**config.mk**
```make
export PLATFORM = sky130hd
export DESIGN_NAME = turf_cout_top
export DESIGN_NICKNAME = d
export VERILOG_FILES = /design/src/hdl/cout_pkg.sv /design/src/hdl/cout_phase_tracker.sv /design/src/hdl/cout_response_shifter.sv /design/src/hdl/cout_lane_driver.sv /design/src/hdl/turf_cout_top.sv
export VERILOG_INCLUDE_DIRS = /design/src /design/src/hdl
export SDC_FILE = /design/constraint.sdc
export NUM_CORES = 1
export LEC_CHECK = 0
export BUFFER_PORTS_ARGS = -buffer_cell sky130_fd_sc_hd__buf_2
export CORE_MARGIN = 2
export CORE_UTILIZATION = 47
export DETAILED_ROUTE_END_ITERATION = 7
export HOLD_SLACK_MARGIN = 0.06
export PLACE_DENSITY_LB_ADDON = 0.05
export REMOVE_ABC_BUFFERS = 1
export SLEW_MARGIN = 0
export SYNTH_ARGS = -nofsm -noshare
export SYNTH_HDL_FRONTEND = slang
export SYNTH_SLANG_ARGS = --single-unit
export TNS_END_PERCENT = 50
```
**constraint.sdc**
```tcl
create_clock -name sysclk_i -period 4.3 [get_ports sysclk_i]
set_input_delay 0.645 -clock sysclk_i [delete_from_list [all_inputs] [get_ports sysclk_i]]
set_output_delay 0.645 -clock sysclk_i [all_outputs]
set_load 0.005 [all_outputs]
```
**src/hdl/cout_config.svh**
```systemverilog
`ifndef COUT_CONFIG_SVH
`define COUT_CONFIG_SVH

// fixed board configuration for the turfio to turf cout path

// number of surf cout lanes on this turfio
`define COUT_NUM_SURF 7

// clocks per response phase, one 32-bit word per phase at 4 bits per clock
`define COUT_PHASE_LEN 8

// phase at which the next word is taken into the hold register
`define COUT_LOAD_PHASE 7

// training pattern sent on couttio, and on all surf lanes in training
`define COUT_TRAIN_WORD 32'hA55A6996

// polarity of the couttio lane, set means the pair is swapped on the board
`define COUT_COUTTIO_INV 1'b0

// per-lane polarity of the surf lanes, bit i is lane i
`define COUT_SURF_INV 7'b000_0000

`endif

```
**src/hdl/cout_pkg.sv**
```systemverilog
`default_nettype none

`include "cout_config.svh"

package cout_pkg;

    // phase counter width follows the phase length
    localparam int unsigned COUT_PHASE_W = $clog2(`COUT_PHASE_LEN);

    typedef logic [COUT_PHASE_W-1:0] cout_phase_t;

    // one serializer nibble, bit 0 goes out first
    typedef logic [3:0] cout_nib_t;

    // tracker to shifter timing
    typedef struct packed {
        cout_phase_t phase;
        logic        load;
    } cout_timing_t;

    // response word
    // loaded as a whole word, read out one nibble at a time
    typedef union packed {
        logic [31:0]        word;
        cout_nib_t [7:0]    nib;
    } cout_word_u;

    // output lane bundle, one parallel nibble per lane
    typedef struct packed {
        cout_nib_t                          couttio;
        cout_nib_t [`COUT_NUM_SURF-1:0]     surf;
    } cout_lanes_t;

endpackage

`default_nettype wire

```
**src/hdl/cout_phase_tracker.sv**
```systemverilog
`timescale 1ns/1ns
`default_nettype none

`include "cout_config.svh"

module cout_phase_tracker
    import cout_pkg::*;
(
    // system clock and async reset
    input  wire logic   sysclk_i,
    input  wire logic   arst_n_i,
    // one-cycle strobe marking cycle 0 of the sync period
    input  wire logic   sync_i,
    // phase and load strobe to the shifter
    output cout_timing_t timing_o
);

    // response phase counter
    cout_phase_t phase_q;

    // sync marks cycle 0, so the cycle after it is phase 1
    // otherwise count modulo the phase length
    always_ff @(posedge sysclk_i or negedge arst_n_i) begin
        if (!arst_n_i) begin
            phase_q <= '0;
        end else if (sync_i) begin
            phase_q <= cout_phase_t'(1);
        end else if (phase_q == cout_phase_t'(`COUT_PHASE_LEN - 1)) begin
            phase_q <= '0;
        end else begin
            phase_q <= phase_q + 1'b1;
        end
    end

    // load decode is combinational off the counter
    // the shifter takes the new word on the edge that ends this phase
    assign timing_o = '{
        phase: phase_q,
        load:  (phase_q == cout_phase_t'(`COUT_LOAD_PHASE))
    };

    // a load is always followed by phase 0 or phase 1, never by another load
    // this keeps each word on the lane for at least six nibbles
    a_load_not_back_to_back: assert property (
        @(posedge sysclk_i) disable iff (!arst_n_i)
        timing_o.load |=> !timing_o.load
    );

endmodule

`default_nettype wire

```
**src/hdl/cout_response_shifter.sv**
```systemverilog
`timescale 1ns/1ns
`default_nettype none

`include "cout_config.svh"

module cout_response_shifter
    import cout_pkg::*;
(
    // system clock and async reset
    input  wire logic           sysclk_i,
    input  wire logic           arst_n_i,
    // phase and load strobe from the tracker
    input  wire cout_timing_t   timing_i,
    // training level, picks the fixed pattern at the next load
    input  wire logic           train_i,
    // response word, only looked at on load edges
    input  wire logic [31:0]    response_i,
    // current nibble toward the lanes
    output cout_nib_t           tx_nib_o
);

    // word being sent, low nibble is on the wire
    cout_word_u hold_q;

    // word to take at the next load
    logic [31:0] load_word;

    // training pattern wins over the response word
    assign load_word = train_i ? `COUT_TRAIN_WORD : response_i;

    always_ff @(posedge sysclk_i or negedge arst_n_i) begin
        if (!arst_n_i) begin
            hold_q <= '0;
        end else if (timing_i.load) begin
            hold_q.word <= load_word;
        end else begin
            // one nibble per clock, lsb first, zeros fill from the top
            hold_q.word <= {4'h0, hold_q.word[31:4]};
        end
    end

    assign tx_nib_o = hold_q.nib[0];

    // loads are at least seven edges apart, even when sync cuts a phase short
    // so six shifts have cleared all but the two low nibbles by the next load
    a_word_drained_at_load: assert property (
        @(posedge sysclk_i) disable iff (!arst_n_i)
        timing_i.load |-> (hold_q.nib[7:2] == '0)
    );

endmodule

`default_nettype wire

```
**src/hdl/cout_lane_driver.sv**
```systemverilog
`timescale 1ns/1ns
`default_nettype none

`include "cout_config.svh"

module cout_lane_driver
    import cout_pkg::*;
(
    // system clock and async reset
    input  wire logic                           sysclk_i,
    input  wire logic                           arst_n_i,
    // training level, surf lanes follow couttio while high
    input  wire logic                           train_i,
    // shared nibble from the shifter
    input  wire cout_nib_t                      tx_nib_i,
    // surf responses, lane i in bits 4i to 4i+3
    input  wire logic [4*`COUT_NUM_SURF-1:0]    surf_response_i,
    // registered lane nibbles, polarity already applied
    output cout_lanes_t                         lanes_o
);

    // polarity masks for this board
    localparam logic            couttio_inv = `COUT_COUTTIO_INV;
    localparam logic [`COUT_NUM_SURF-1:0] surf_inv = `COUT_SURF_INV;

    // idle bundle is all zeros after polarity, i.e. just the masks
    function automatic cout_lanes_t idle_lanes();
        cout_lanes_t idle;
        idle.couttio = {4{couttio_inv}};
        for (int i = 0; i < `COUT_NUM_SURF; i++) begin
            idle.surf[i] = {4{surf_inv[i]}};
        end
        return idle;
    endfunction

    localparam cout_lanes_t lanes_idle = idle_lanes();

    // next lane values
    cout_lanes_t lanes_d;

    always_comb begin
        // couttio always carries the shifter nibble
        lanes_d.couttio = tx_nib_i ^ {4{couttio_inv}};
        for (int i = 0; i < `COUT_NUM_SURF; i++) begin
            // in training every surf lane mirrors couttio so the
            // receiver can align all lanes off the same pattern
            lanes_d.surf[i] = (train_i ? tx_nib_i : surf_response_i[4*i +: 4])
                              ^ {4{surf_inv[i]}};
        end
    end

    // one register stage for every lane, stands in for the serializer input
    always_ff @(posedge sysclk_i or negedge arst_n_i) begin
        if (!arst_n_i) begin
            lanes_o <= lanes_idle;
        end else begin
            lanes_o <= lanes_d;
        end
    end

    // an unknown train level would put x on all surf lanes at once
    a_train_known: assert property (
        @(posedge sysclk_i) disable iff (!arst_n_i)
        !$isunknown(train_i)
    );

endmodule

`default_nettype wire

```
**src/hdl/turf_cout_top.sv**
```systemverilog
`timescale 1ns/1ns
`default_nettype none

module turf_cout_top
    import cout_pkg::*;
(
    // system clock and async reset
    input  wire logic           sysclk_i,
    input  wire logic           arst_n_i,
    // training enable for all lanes
    input  wire logic           train_i,
    // marks cycle 0 of the sync period
    input  wire logic           sync_i,
    // response word, sampled at the load phase
    input  wire logic [31:0]    response_i,
    // surf responses, seven nibbles, reclocked straight out
    input  wire logic [27:0]    surf_response_i,
    // parallel lane nibbles toward the serializers
    output cout_lanes_t         lanes_o
);

    // tracker to shifter
    cout_timing_t timing;

    // shifter to lane driver
    cout_nib_t tx_nib;

    // phase counter and load strobe
    cout_phase_tracker i_cout_phase_tracker (
        .sysclk_i (sysclk_i),
        .arst_n_i (arst_n_i),
        .sync_i   (sync_i),
        .timing_o (timing)
    );

    // couttio word hold and nibble shift
    cout_response_shifter i_cout_response_shifter (
        .sysclk_i   (sysclk_i),
        .arst_n_i   (arst_n_i),
        .timing_i   (timing),
        .train_i    (train_i),
        .response_i (response_i),
        .tx_nib_o   (tx_nib)
    );

    // lane select, polarity and output register
    cout_lane_driver i_cout_lane_driver (
        .sysclk_i        (sysclk_i),
        .arst_n_i        (arst_n_i),
        .train_i         (train_i),
        .tx_nib_i        (tx_nib),
        .surf_response_i (surf_response_i),
        .lanes_o         (lanes_o)
    );

endmodule

`default_nettype wire

```
After elaboration in Yosys (flattened, before gate mapping) --
Cells that the tools add are included.
Cells by class: add/sub/neg operators 1, mux-type cells 11, equal/unequal tests 1
Operators with widths (number):
- $mux W32 | 2
- $mux W4 | 7
- $mux W3 | 2
- $add A3 B1 Y3 const B | 1
- $eq A3 B3 Y1 const B | 1
Word-level totals: logic and storage cells 23, bits of input ports 64, flip-flop bits (word level) 67, output and inout port bits 32

Depth between registers and ports, before layout --
Gate-level depths: netlist of the first run.
depth in word-level cells 3, mapped depth 6, depth with buffers taken out 4

By module --
From an unflattened synthesis of the first run, not the netlist that was laid out.
Unflattened totals: cell total of the unflattened synthesis 150, area, all modules 2539.9 um^2
Modules (own cells, without submodules):
- cout_lane_driver | times used 1, sequential area each 800.8 um^2, area each 1242.4 um^2, cells each 63
- cout_response_shifter | times used 1, sequential area each 800.8 um^2, area each 1177.4 um^2, cells each 79
- cout_phase_tracker | times used 1, sequential area each 75.1 um^2, area each 120.1 um^2, cells each 8

Worst setup path after synthesis of the first run --
No wires, ideal clock.
kind register to register, start point reg i_cout_phase_tracker.phase_q[0], end point reg i_cout_response_shifter.hold_q[10] (netlist name), data arrival time 1.304 ns, setup time 0.121 ns, path buffers 2, data required time 4.179 ns, clock period less this slack 1.425 ns, stages on the path, launching flop included 7, setup slack 2.875 ns, cells stage by stage dfrtp_1 -> ha_1 -> ha_1 -> buf_6 -> nor2b_4 -> buf_6 -> a22o_1
Between the ends: longest elaborated chain between the ends 2
Ends and longest elaborated chain:
- start, declared | line cout_phase_tracker.sv:19 | cout_phase_t phase_q;
- start signal, assigned | line cout_phase_tracker.sv:27 | phase_q <= cout_phase_t'(1);
- start signal, assigned | line cout_phase_tracker.sv:31 | phase_q <= phase_q + 1'b1;
- $eq A3 B3 Y1 | line cout_phase_tracker.sv:39 | load: (phase_q == cout_phase_t'(`COUT_LOAD_PHASE))
- $mux W32 | line cout_response_shifter.sv:34 | end else if (timing_i.load) begin
- end, declared | line cout_response_shifter.sv:23 | cout_word_u hold_q;
No other way between the ends.

Worst setup path after layout of the first run --
start point reg i_cout_phase_tracker.phase_q[0], end point reg i_cout_response_shifter.hold_q[9] (netlist name)
The elaborated chain is that of the path after synthesis.

==> results of run 1 <==
-- cell families after synthesis --
logic type | after synthesis
AND/OR/NAND/NOR | 12
AO/OA/AOI/OAI | 59
adder cells (fa/ha/maj) | 3
flip-flops | 67
buffers and inverters | 38
-- power by group through the flow --
stage	registers [mW]	logic (mW)	clock network (mW)
2_1_floorplan	0.739	0.0602	0
3_3_place_gp	0.735	0.159	0
3_5_place_dp	0.736	0.163	0
4_1_cts	0.724	0.163	0.479
5_1_grt	0.731	0.184	0.504
6_report	0.723	0.159	0.464
-- final timing paths --
| path | from | end | cells past startpoint |
|---|---|---|---|
| hold reg to reg | i_cout_response_shifter.hold_q[1] | i_cout_lane_driver.lanes_o[29] | 0 |
| setup / recovery | i_cout_phase_tracker.phase_q[0] | i_cout_response_shifter.hold_q[9] | 4 |
| max in group asynchronous | arst_n_i | i_cout_phase_tracker.phase_q[2] | 2 |
| setup reg to reg | i_cout_phase_tracker.phase_q[0] | i_cout_response_shifter.hold_q[9] | 4 |
| hold / removal | arst_n_i | i_cout_lane_driver.lanes_o[14] | 1 |
| min in group sysclk_i | i_cout_response_shifter.hold_q[1] | i_cout_lane_driver.lanes_o[29] | 0 |
-- state kept, by name, indices dropped and copies added, names as in the netlist --
register and cells:
i_cout_lane_driver.lanes_o 32, i_cout_response_shifter.hold_q 32, i_cout_phase_tracker.phase_q 3
-- metrics by stage --
step | instance area (um2) | setup slack [ps] | power (mW) | std cells
2_1_floorplan | 2300 | 2730 | 0.800 | 170
3_3_place_gp | 2870 | 2390 | 0.894 | 333
3_5_place_dp | 2870 | 2310 | 0.899 | 333
4_1_cts | 3050 | 2310 | 1.37 | 348
5_1_grt | 3050 | 2170 | 1.42 | 348
6_report | 3050 | 2340 | 1.35 | 348
-- per-layer routing --
layer  GRT usage [%]  vias up  share of wire [%]
li1                -      790                  -
met1            22.1      756                 46
met3            4.55        6                6.0
met2            28.6       60                 47
met5               0        -                  0
met4            9.52        0                1.5
-- cell usage in the layout, fill, tap and decap left out --
cell,count
sky130_fd_sc_hd__buf_4,1
sky130_fd_sc_hd__clkbuf_8,12
sky130_fd_sc_hd__inv_1,28
sky130_fd_sc_hd__o22a_1,14
sky130_fd_sc_hd__dfrtp_1,67
sky130_fd_sc_hd__o21a_1,2
sky130_fd_sc_hd__nand2_1,6
sky130_fd_sc_hd__clkbuf_1,1
sky130_fd_sc_hd__o21bai_1,1
sky130_fd_sc_hd__buf_2,95
sky130_fd_sc_hd__ha_1,3
sky130_fd_sc_hd__a22o_1,14
sky130_fd_sc_hd__nand2b_4,1
sky130_fd_sc_hd__nor2b_4,1
sky130_fd_sc_hd__clkinv_2,2
sky130_fd_sc_hd__nor2b_1,2
sky130_fd_sc_hd__inv_2,1
sky130_fd_sc_hd__nor2_1,2
sky130_fd_sc_hd__o21ai_0,28
-- cell type report --
| class | instances | share of cell area, % |
|---|---|---|
| clock buffer | 13 | 5.54 |
| sequential | 67 | 55.0 |
| tap | 67 | 2.75 |
| timing repair buffer | 96 | 15.9 |
| multi-input combinational | 74 | 16.9 |
| clock inverter | 2 | 0.329 |
| inverter | 29 | 3.57 |
-- critical path: stages, from the launching register on --
cell,delay (ps)
sky130_fd_sc_hd__dfrtp_1,350
sky130_fd_sc_hd__ha_1,170
sky130_fd_sc_hd__ha_1,700
sky130_fd_sc_hd__nor2b_4,480
sky130_fd_sc_hd__a22o_1,190
-- synthesized netlist by cell type, drive strengths merged --
| cell type | number | area share (%) |
|---|---|---|
| ha | 3 | 1.6 |
| clkbuf | 2 | 0.37 |
| buf | 7 | 2.5 |
| dfrtp | 67 | 71 |
| o22a | 14 | 5.2 |
| nand2b | 1 | 0.58 |
| nor2 | 2 | 0.32 |
| o21ai | 28 | 5.9 |
| o21a | 2 | 0.63 |
| nor2b | 3 | 1.1 |
| nand2 | 6 | 0.95 |
| o21bai | 1 | 0.32 |
| inv | 29 | 4.6 |
| a22o | 14 | 5.2 |
==> results, run 1 <==
- The tightest slew margin relative to the limit is 44.4%.
- The wire length per cell is 13.3 um.
- The placed wire-length estimate after detailed placement is 3.06 mm.
- The die covers 0.00563 mm2.
- The clock network latency to the later pin of the worst-skew pair is 320 ps.
- The distinct cell type count after synthesis is 18.
- The longest clock path from root to sink contains 2 buffers.
- At the end of routability-driven placement, the weighted congestion stood at 0.707.
- The worst setup skew after layout is 7.72 ps.
- Across the VDD grid, the largest voltage drop is 0.000230 V.
- Of the total synthesized cell area, the portion taken by AND, OR, NAND and NOR gates is 2.96%.
- The initial antenna violation count was 0.
- The number of clock sinks seen by CTS is 67.
- The clock input transition at the sequential cells of the worst setup and hold paths is 70 ps.
- The static power due to leakage is 1.72 nW.
- The logic gate share of total power is 11.8%.
- The startpoint class of the critical path is a flop.
- The worst setup path is of the reg2reg kind.
- The power density of the placed cells is 442 mW/mm2.
- The post-synthesis compound-gate area fraction is 17.2%.
- The number of vias in the routed layout is 1612.
- The tree is rooted in a sky130_fd_sc_hd__clkbuf_8.
- The count of nets left with antenna violations once routing finished came out at 0.
- The switching portion of total power is 22.8%.
- For this run the aggregate overflow at the end of global routing stands at 0.
- The total area of sequential cells is 0.00168 mm2.
- The net total in the final layout is 344.
- The flow ran to the end, and the final reports show no timing, DRC or antenna violations.
- After synthesis, the largest family of logic cells by area is compound AO/OA/AOI/OAI gates.
- The area inside the core boundary is 0.00479 mm2.
- The final-layout fill cell count is 424.
- The count of maximum capacitance violations is 0.
- The die height is 75.0 um.
- For this run, the top clock speed supported by timing is 0.511 GHz.
- The share of layout cells above drive strength 1 is 40.2%.
- For this run, the share of the core covered by cells in the final layout is 63.7%.
- The first global-routing pass estimated 7.22 mm of wire.
- The fraction of the yosys area taken by sequential cells is 70.7%.
- The worst path in the final design needs a cycle of 1960 ps, including I/O delays and setup.
- In this run, synthesis produced a sequential element count of 67.
- For the final routed database, the setup TNS stands at 0 ps.
- After technology mapping, the gate count stands at 179.
- After synthesis, the share of cell area in mux cells is 0%.
- The row count is 25.
- For the worst setup path, the data arrival time is 2220 ps.
- The post-CTS setup-driven buffer insertion count is 0.
- The effective utilization at floorplan is 49.5%.
- The xor/xnor cell area share of the yosys netlist is 0%.
- The pin slew with the least headroom to its limit is 834 ps.
- The internal portion of total power is 1.04 mW.
- For this run, the number of Yosys warnings is 0.
- The synthesized area divided by synthesized cell count is 13.2 um2.
- The fraction of power consumed by sequential logic is 53.7%.
- The register-to-register setup slack is 2340 ps.
- The clock tree synthesis step divided the H-tree into 3 levels.
- The multi-input combinational cells in the finished layout cover a total of 515 um2.
- During placement, the flow inserted port buffers numbering 95.
- In the routed design, unresolved DRC markers number 0.
- The detailed router's first-iteration violation count is 64.
- The number of global-route vias before repair is 1630.
- The repair_antennas step left the layout with diodes totalling 0.
- The CTS tree is yes.
- The class of the most critical hold timing path is in2async.
- The global-route usage over all layers is 17.8%.
- Along the worst path, the maximum fanout reaches 19.
- The worst path required time is 4560 ps.
- Clock tree synthesis inserted a total of 9 buffers.
- Before antenna repair, the detailed router went through 4 iterations.
- The ratio of routed vias to standard cells is 4.63.
- The final routed wirelength across all metal layers is 4.63 mm.
- Of the total synthesized cell area, the portion taken by full adders, half adders and majority gates is 1.58%.
- In this run, post-CTS repair resized a total of 0 instances.
- The share of total power dissipated in the clock network is 34.5%.
- The netlist area before placement is 0.00237 mm2.
- Setup violations remaining at the end of the flow were counted as 0.
- The number of max-slew violations in the final report is 0.
- The count of final hold-check violations is 0.
- The kind of end point of the critical path is a flop.
- The worst path uses 45.5% of the clock period.
- The final hold slack is 344 ps.
- Summed over all nets, the switching power comes to 0.307 mW.
- The number of buffers inserted by hold repair at cts is 0.
- The die boundary width is 75.0 um.
- The pin count of the biggest net entering global routing is 39.
- 96 I/O pins were placed.
- Setup repair after global routing left no endpoint under its margin.
- Compared with the post-synthesis result, the final layout area differs by 28.6%.
No activity file was read; power rests on OpenSTA's default activity.
==> run 2, diff against run 1 <==
--- a/config.mk
+++ b/config.mk
@@ -6,9 +6,10 @@
 export SDC_FILE = /design/constraint.sdc
 export NUM_CORES = 1
 export LEC_CHECK = 0
+export ABC_AREA = 1
 export BUFFER_PORTS_ARGS = -buffer_cell sky130_fd_sc_hd__buf_2
 export CORE_MARGIN = 2
-export CORE_UTILIZATION = 47
+export CORE_UTILIZATION = 43
 export DETAILED_ROUTE_END_ITERATION = 7
 export HOLD_SLACK_MARGIN = 0.06
 export PLACE_DENSITY_LB_ADDON = 0.05
==> constraint.sdc (replaced) <==
create_clock -name sysclk_i -period 1.7 [get_ports sysclk_i]
set_input_delay 0.255 -clock sysclk_i [delete_from_list [all_inputs] [get_ports sysclk_i]]
set_output_delay 0.255 -clock sysclk_i [all_outputs]
set_load 0.005 [all_outputs]
==> results, run 2 <==
- The overall power consumption is 3.67 mW (+170%).
- The final worst-path cycle share is 88.2% (+43 points).
- The worst hold path terminates at i_cout_phase_tracker.phase_q[2].
- The static power due to leakage is 1.96 nW (+14%).
- The register-to-register setup slack is 200 ps (-2140 ps).
- STA classifies the critical path startpoint as a flop.
- The remaining antenna violation count is 0 (unchanged).
- The number of buffers added by the clock tree synthesis step is 9 (unchanged).
- The wire length of the first global-routing pass is 8.22 mm (+14%).
- The tightest slew margin relative to the limit is 53.3% (+8.9 points).
- The distinct cell type count after synthesis came to 12 (-6).
- The fraction of post-synthesis cell area in the top cell type by area came to 68.7% (-2.1 points).
- The initial antenna violation count is 0 (unchanged).
- Sorting the synthesized cells by area gives the leading types as sky130_fd_sc_hd__dfrtp_1, sky130_fd_sc_hd__nand2_1, sky130_fd_sc_hd__nand3_1.
- The DRC violations left was 0 (unchanged).
- The total of flip-flops plus latches after synthesis is 67 (unchanged).
- The count of final hold-check violations came to 0 (unchanged).
- The flow ran to the end, and the final reports show no timing, DRC or antenna violations.
- The end of the worst register-to-register path is i_cout_response_shifter.hold_q[12].
- The worst-path maximum fanout is 29 (+10).
- The final setup violation count is 0 (unchanged).
- The clock input transition at the sequential cells of the worst setup and hold paths came to 70 ps (about the same).
- The signed area change from the synthesized netlist to the final layout is 31.9%.
- The minimum clock period is 1500 ps (-459 ps).
- The fmax is 0.667 GHz (+31%).
- The number of non-filler instances in the completed layout is 419 (+20%).
- The cell count after placement is 402 (+21%).
- The startpoint of the worst hold path is sync_i.
- The launching point of the worst reg2reg path is i_cout_phase_tracker.phase_q[0].
- The total overflow reported by the global router is 0 (unchanged).
- The power density of the placed cells is 1140 mW/mm2 (+160%).
- The pin count of the biggest net entering global routing is 44 (+13%).
- The tightest min-delay check is of the in2reg type.
- The synthesized area divided by synthesized cell count is 10.1 um2 (-24%).
- The number of input and output port buffers inserted is 95 (unchanged).
- The number of global-route vias before repair is 1853 (+14%).
- Setup repair after global routing left no endpoint under its margin.
- TritonCTS built the clock tree.
- The arrival time of the worst setup path is 1760 ps (-460 ps).
- The number of enable flip-flop cells after synthesis is 0 (unchanged).
- The effective utilization at floorplan is 44.3% (-5.2 points).
- The worst hold path stage count is 2.
- The largest voltage drop on the vdd net came to 0.000656 V (+190%).
- The accumulated negative setup slack is 0 ps (unchanged).
- The post-CTS setup-driven buffer insertion count is 0 (unchanged).
- The most instantiated flip-flop cell in the synthesis netlist is sky130_fd_sc_hd__dfrtp_1.
- In the final layout, the registers with the most flip-flops are i_cout_lane_driver.lanes_o (32), i_cout_response_shifter.hold_q (32), i_cout_phase_tracker.phase_q (3).
- The category of the critical setup timing path is reg2reg.
- The netlist area before placement is 0.00244 mm2 (+3.0%).
- By instance count, the leading cell after synthesis is sky130_fd_sc_hd__nand2_1.
- The number of vias in the routed layout is 1862 (+16%).
- The area inside the core boundary is 0.00551 mm2 (+15%).
- The worst path required time was 1960 ps (-2600 ps).
- CTS placed an instance of sky130_fd_sc_hd__clkbuf_8 at the clock tree root.
- The number of primary I/O pins is 96 (unchanged).
- The die height was 79.3 um (+5.8%).
- The final-layout fill cell count was 496 (+17%).
- The path depth of the worst reg2reg path is 5 (+1).
- The placed wire-length estimate after detailed placement is 3.32 mm (+8.4%).
- The H-tree level count was 3 (unchanged).
- The proportion of synthesized flip-flops having asynchronous set or reset is 100% (unchanged).
- The worst setup skew after layout is 7.37 ps (-0.346 ps).
- The commonest non-fill, non-tap cell in the layout is sky130_fd_sc_hd__nand2_1.
- The yosys synthesis warning count is 0 (unchanged).
- The final hold slack came to 109 ps (-235 ps).
- The number of detailed-routing iterations run before antenna repair is 4 (unchanged).
- The global-route usage over all layers is 17.4% (-0.36 points).
- The floorplan die area is 0.00630 mm2 (+12%).
- The pin slew with the least headroom to its limit is 700 ps (-134 ps).
- In the layout the commonest cells are sky130_fd_sc_hd__nand2_1, sky130_fd_sc_hd__buf_2, sky130_fd_sc_hd__dfrtp_1, sky130_fd_sc_hd__nand3_1, sky130_fd_sc_hd__o21ai_0.
- The final routed wirelength across all metal layers was 4.86 mm (+4.9%).
- The wire length per cell is 11.6 um (-13%).
- The number of antenna diodes is 0 (unchanged).
- The cell type with the highest aggregate area in the netlist is sky130_fd_sc_hd__dfrtp_1.
- The multi-input logic area came to 658 um2 (+28%).
- By count the netlist is led by sky130_fd_sc_hd__nand2_1, sky130_fd_sc_hd__dfrtp_1, sky130_fd_sc_hd__nand3_1, sky130_fd_sc_hd__o21ai_0, sky130_fd_sc_hd__nor2_1.
- The share of layout cells above drive strength 1 is 33.7% (-6.5 points).
- The die boundary width was 79.3 um (+5.8%).
- The row count is 27 (+8.0%).
- The ratio of routed vias to standard cells is 4.44 (-4.1%).
- The total area of sequential cells is 0.00168 mm2 (unchanged).
- The final weighted congestion of routability-driven global placement is 0.733 (+3.7%).
- The net total in the final layout is 409 (+19%).
- The number of buffers between clock root and the deepest sink is 2 (unchanged).
- The count of maximum capacitance violations was 0 (unchanged).
- The fraction of the yosys area taken by sequential cells is 68.7% (-2.1 points).
- The number of clock sinks seen by CTS is 67 (unchanged).
- The synthesized netlist cell count was 242 (+35%).
- The number of max-slew violations in the final report is 0 (unchanged).
- The clock network latency to the later pin of the worst-skew pair came to 330 ps (about the same).
- The detailed router's first-iteration violation count is 64 (unchanged).
- The kind of end point of the critical path is a flop.
==> run 2: report_power, final <==
part	switching [mW]	leakage (nW)	total [mW]	internal, mW
Clock	0.565	0.113	1.47	0.904
Sequential	0.0455	0.888	1.80	1.76
Combinational	0.214	0.956	0.399	0.185
Total	0.824	1.96	3.67	2.85
==> run 2: cell type report <==
class | instances | share of cell area, %
clock inverters | 4 | 2.25
repair buffers | 101 | 17.0
multi-input cells | 158 | 20.4
inverters | 5 | 0.583
well taps | 72 | 2.80
clock buffers | 12 | 4.82
flip-flops and latches | 67 | 52.1
==> run 2: worst max-delay path, stage by stage (launching register included) <==
cell and delay (ps):
sky130_fd_sc_hd__dfrtp_1 380, sky130_fd_sc_hd__ha_1 220, sky130_fd_sc_hd__ha_1 270, sky130_fd_sc_hd__inv_2 380, sky130_fd_sc_hd__nand2_1 100, sky130_fd_sc_hd__nand2_1 90
==> run 2: worst max-delay path by stage <==
stage | from | end | slack [ps] | depth (start not counted)
final | i_cout_phase_tracker.phase_q[0] | i_cout_response_shifter.hold_q[12] | 200 | 5
after CTS | i_cout_phase_tracker.phase_q[0] | i_cout_response_shifter.hold_q[12] | 180 | 5
after global routing | i_cout_phase_tracker.phase_q[0] | i_cout_response_shifter.hold_q[24] | 20 | 5
after floorplan | i_cout_phase_tracker.phase_q[0] | i_cout_response_shifter.hold_q[11] | 70 | 5
after global placement | i_cout_phase_tracker.phase_q[0] | i_cout_response_shifter.hold_q[12] | 210 | 5
after detailed placement | i_cout_phase_tracker.phase_q[0] | i_cout_response_shifter.hold_q[3] | 190 | 5
==> run 2: cells by family (layout without fill, tap and decap cells) <==
logic type / after synthesis / count (layout) / synth area share (%)
compound gates: 15 / 15 / 3.18
fa+ha+maj: 3 / 3 / 1.54
buf+inv: 17 / 122 / 4.36
flops: 67 / 67 / 68.7
simple gates: 140 / 140 / 22.2
==> run 2: per-layer routing <==
metal	part of all wire (%)	track usage [%]	vias to the layer above
li1	-	-	947
met1	47	22.7	847
met2	45	27.0	60
met3	6.4	5.11	8
met4	1.7	7.76	0
met5	0	0	-
==> run 2: timing repair <==
item                       4_1_cts  5_1_grt
setup endpoints to repair        0        0
hold endpoints to repair        20        0
gates resized for setup          0        0
hold buffers                     1        0
==> run 2: through the flow <==
stage | setup slack [ps] | utilization [%] | instance area [um2]
floorplan | 67.2 | - | 2350
global placement | 210 | 54.1 | 2980
detailed placement | 191 | 54.1 | 2980
CTS | 179 | 58.5 | 3220
global route | 22.6 | 58.5 | 3220
finish | 201 | 58.5 | 3220
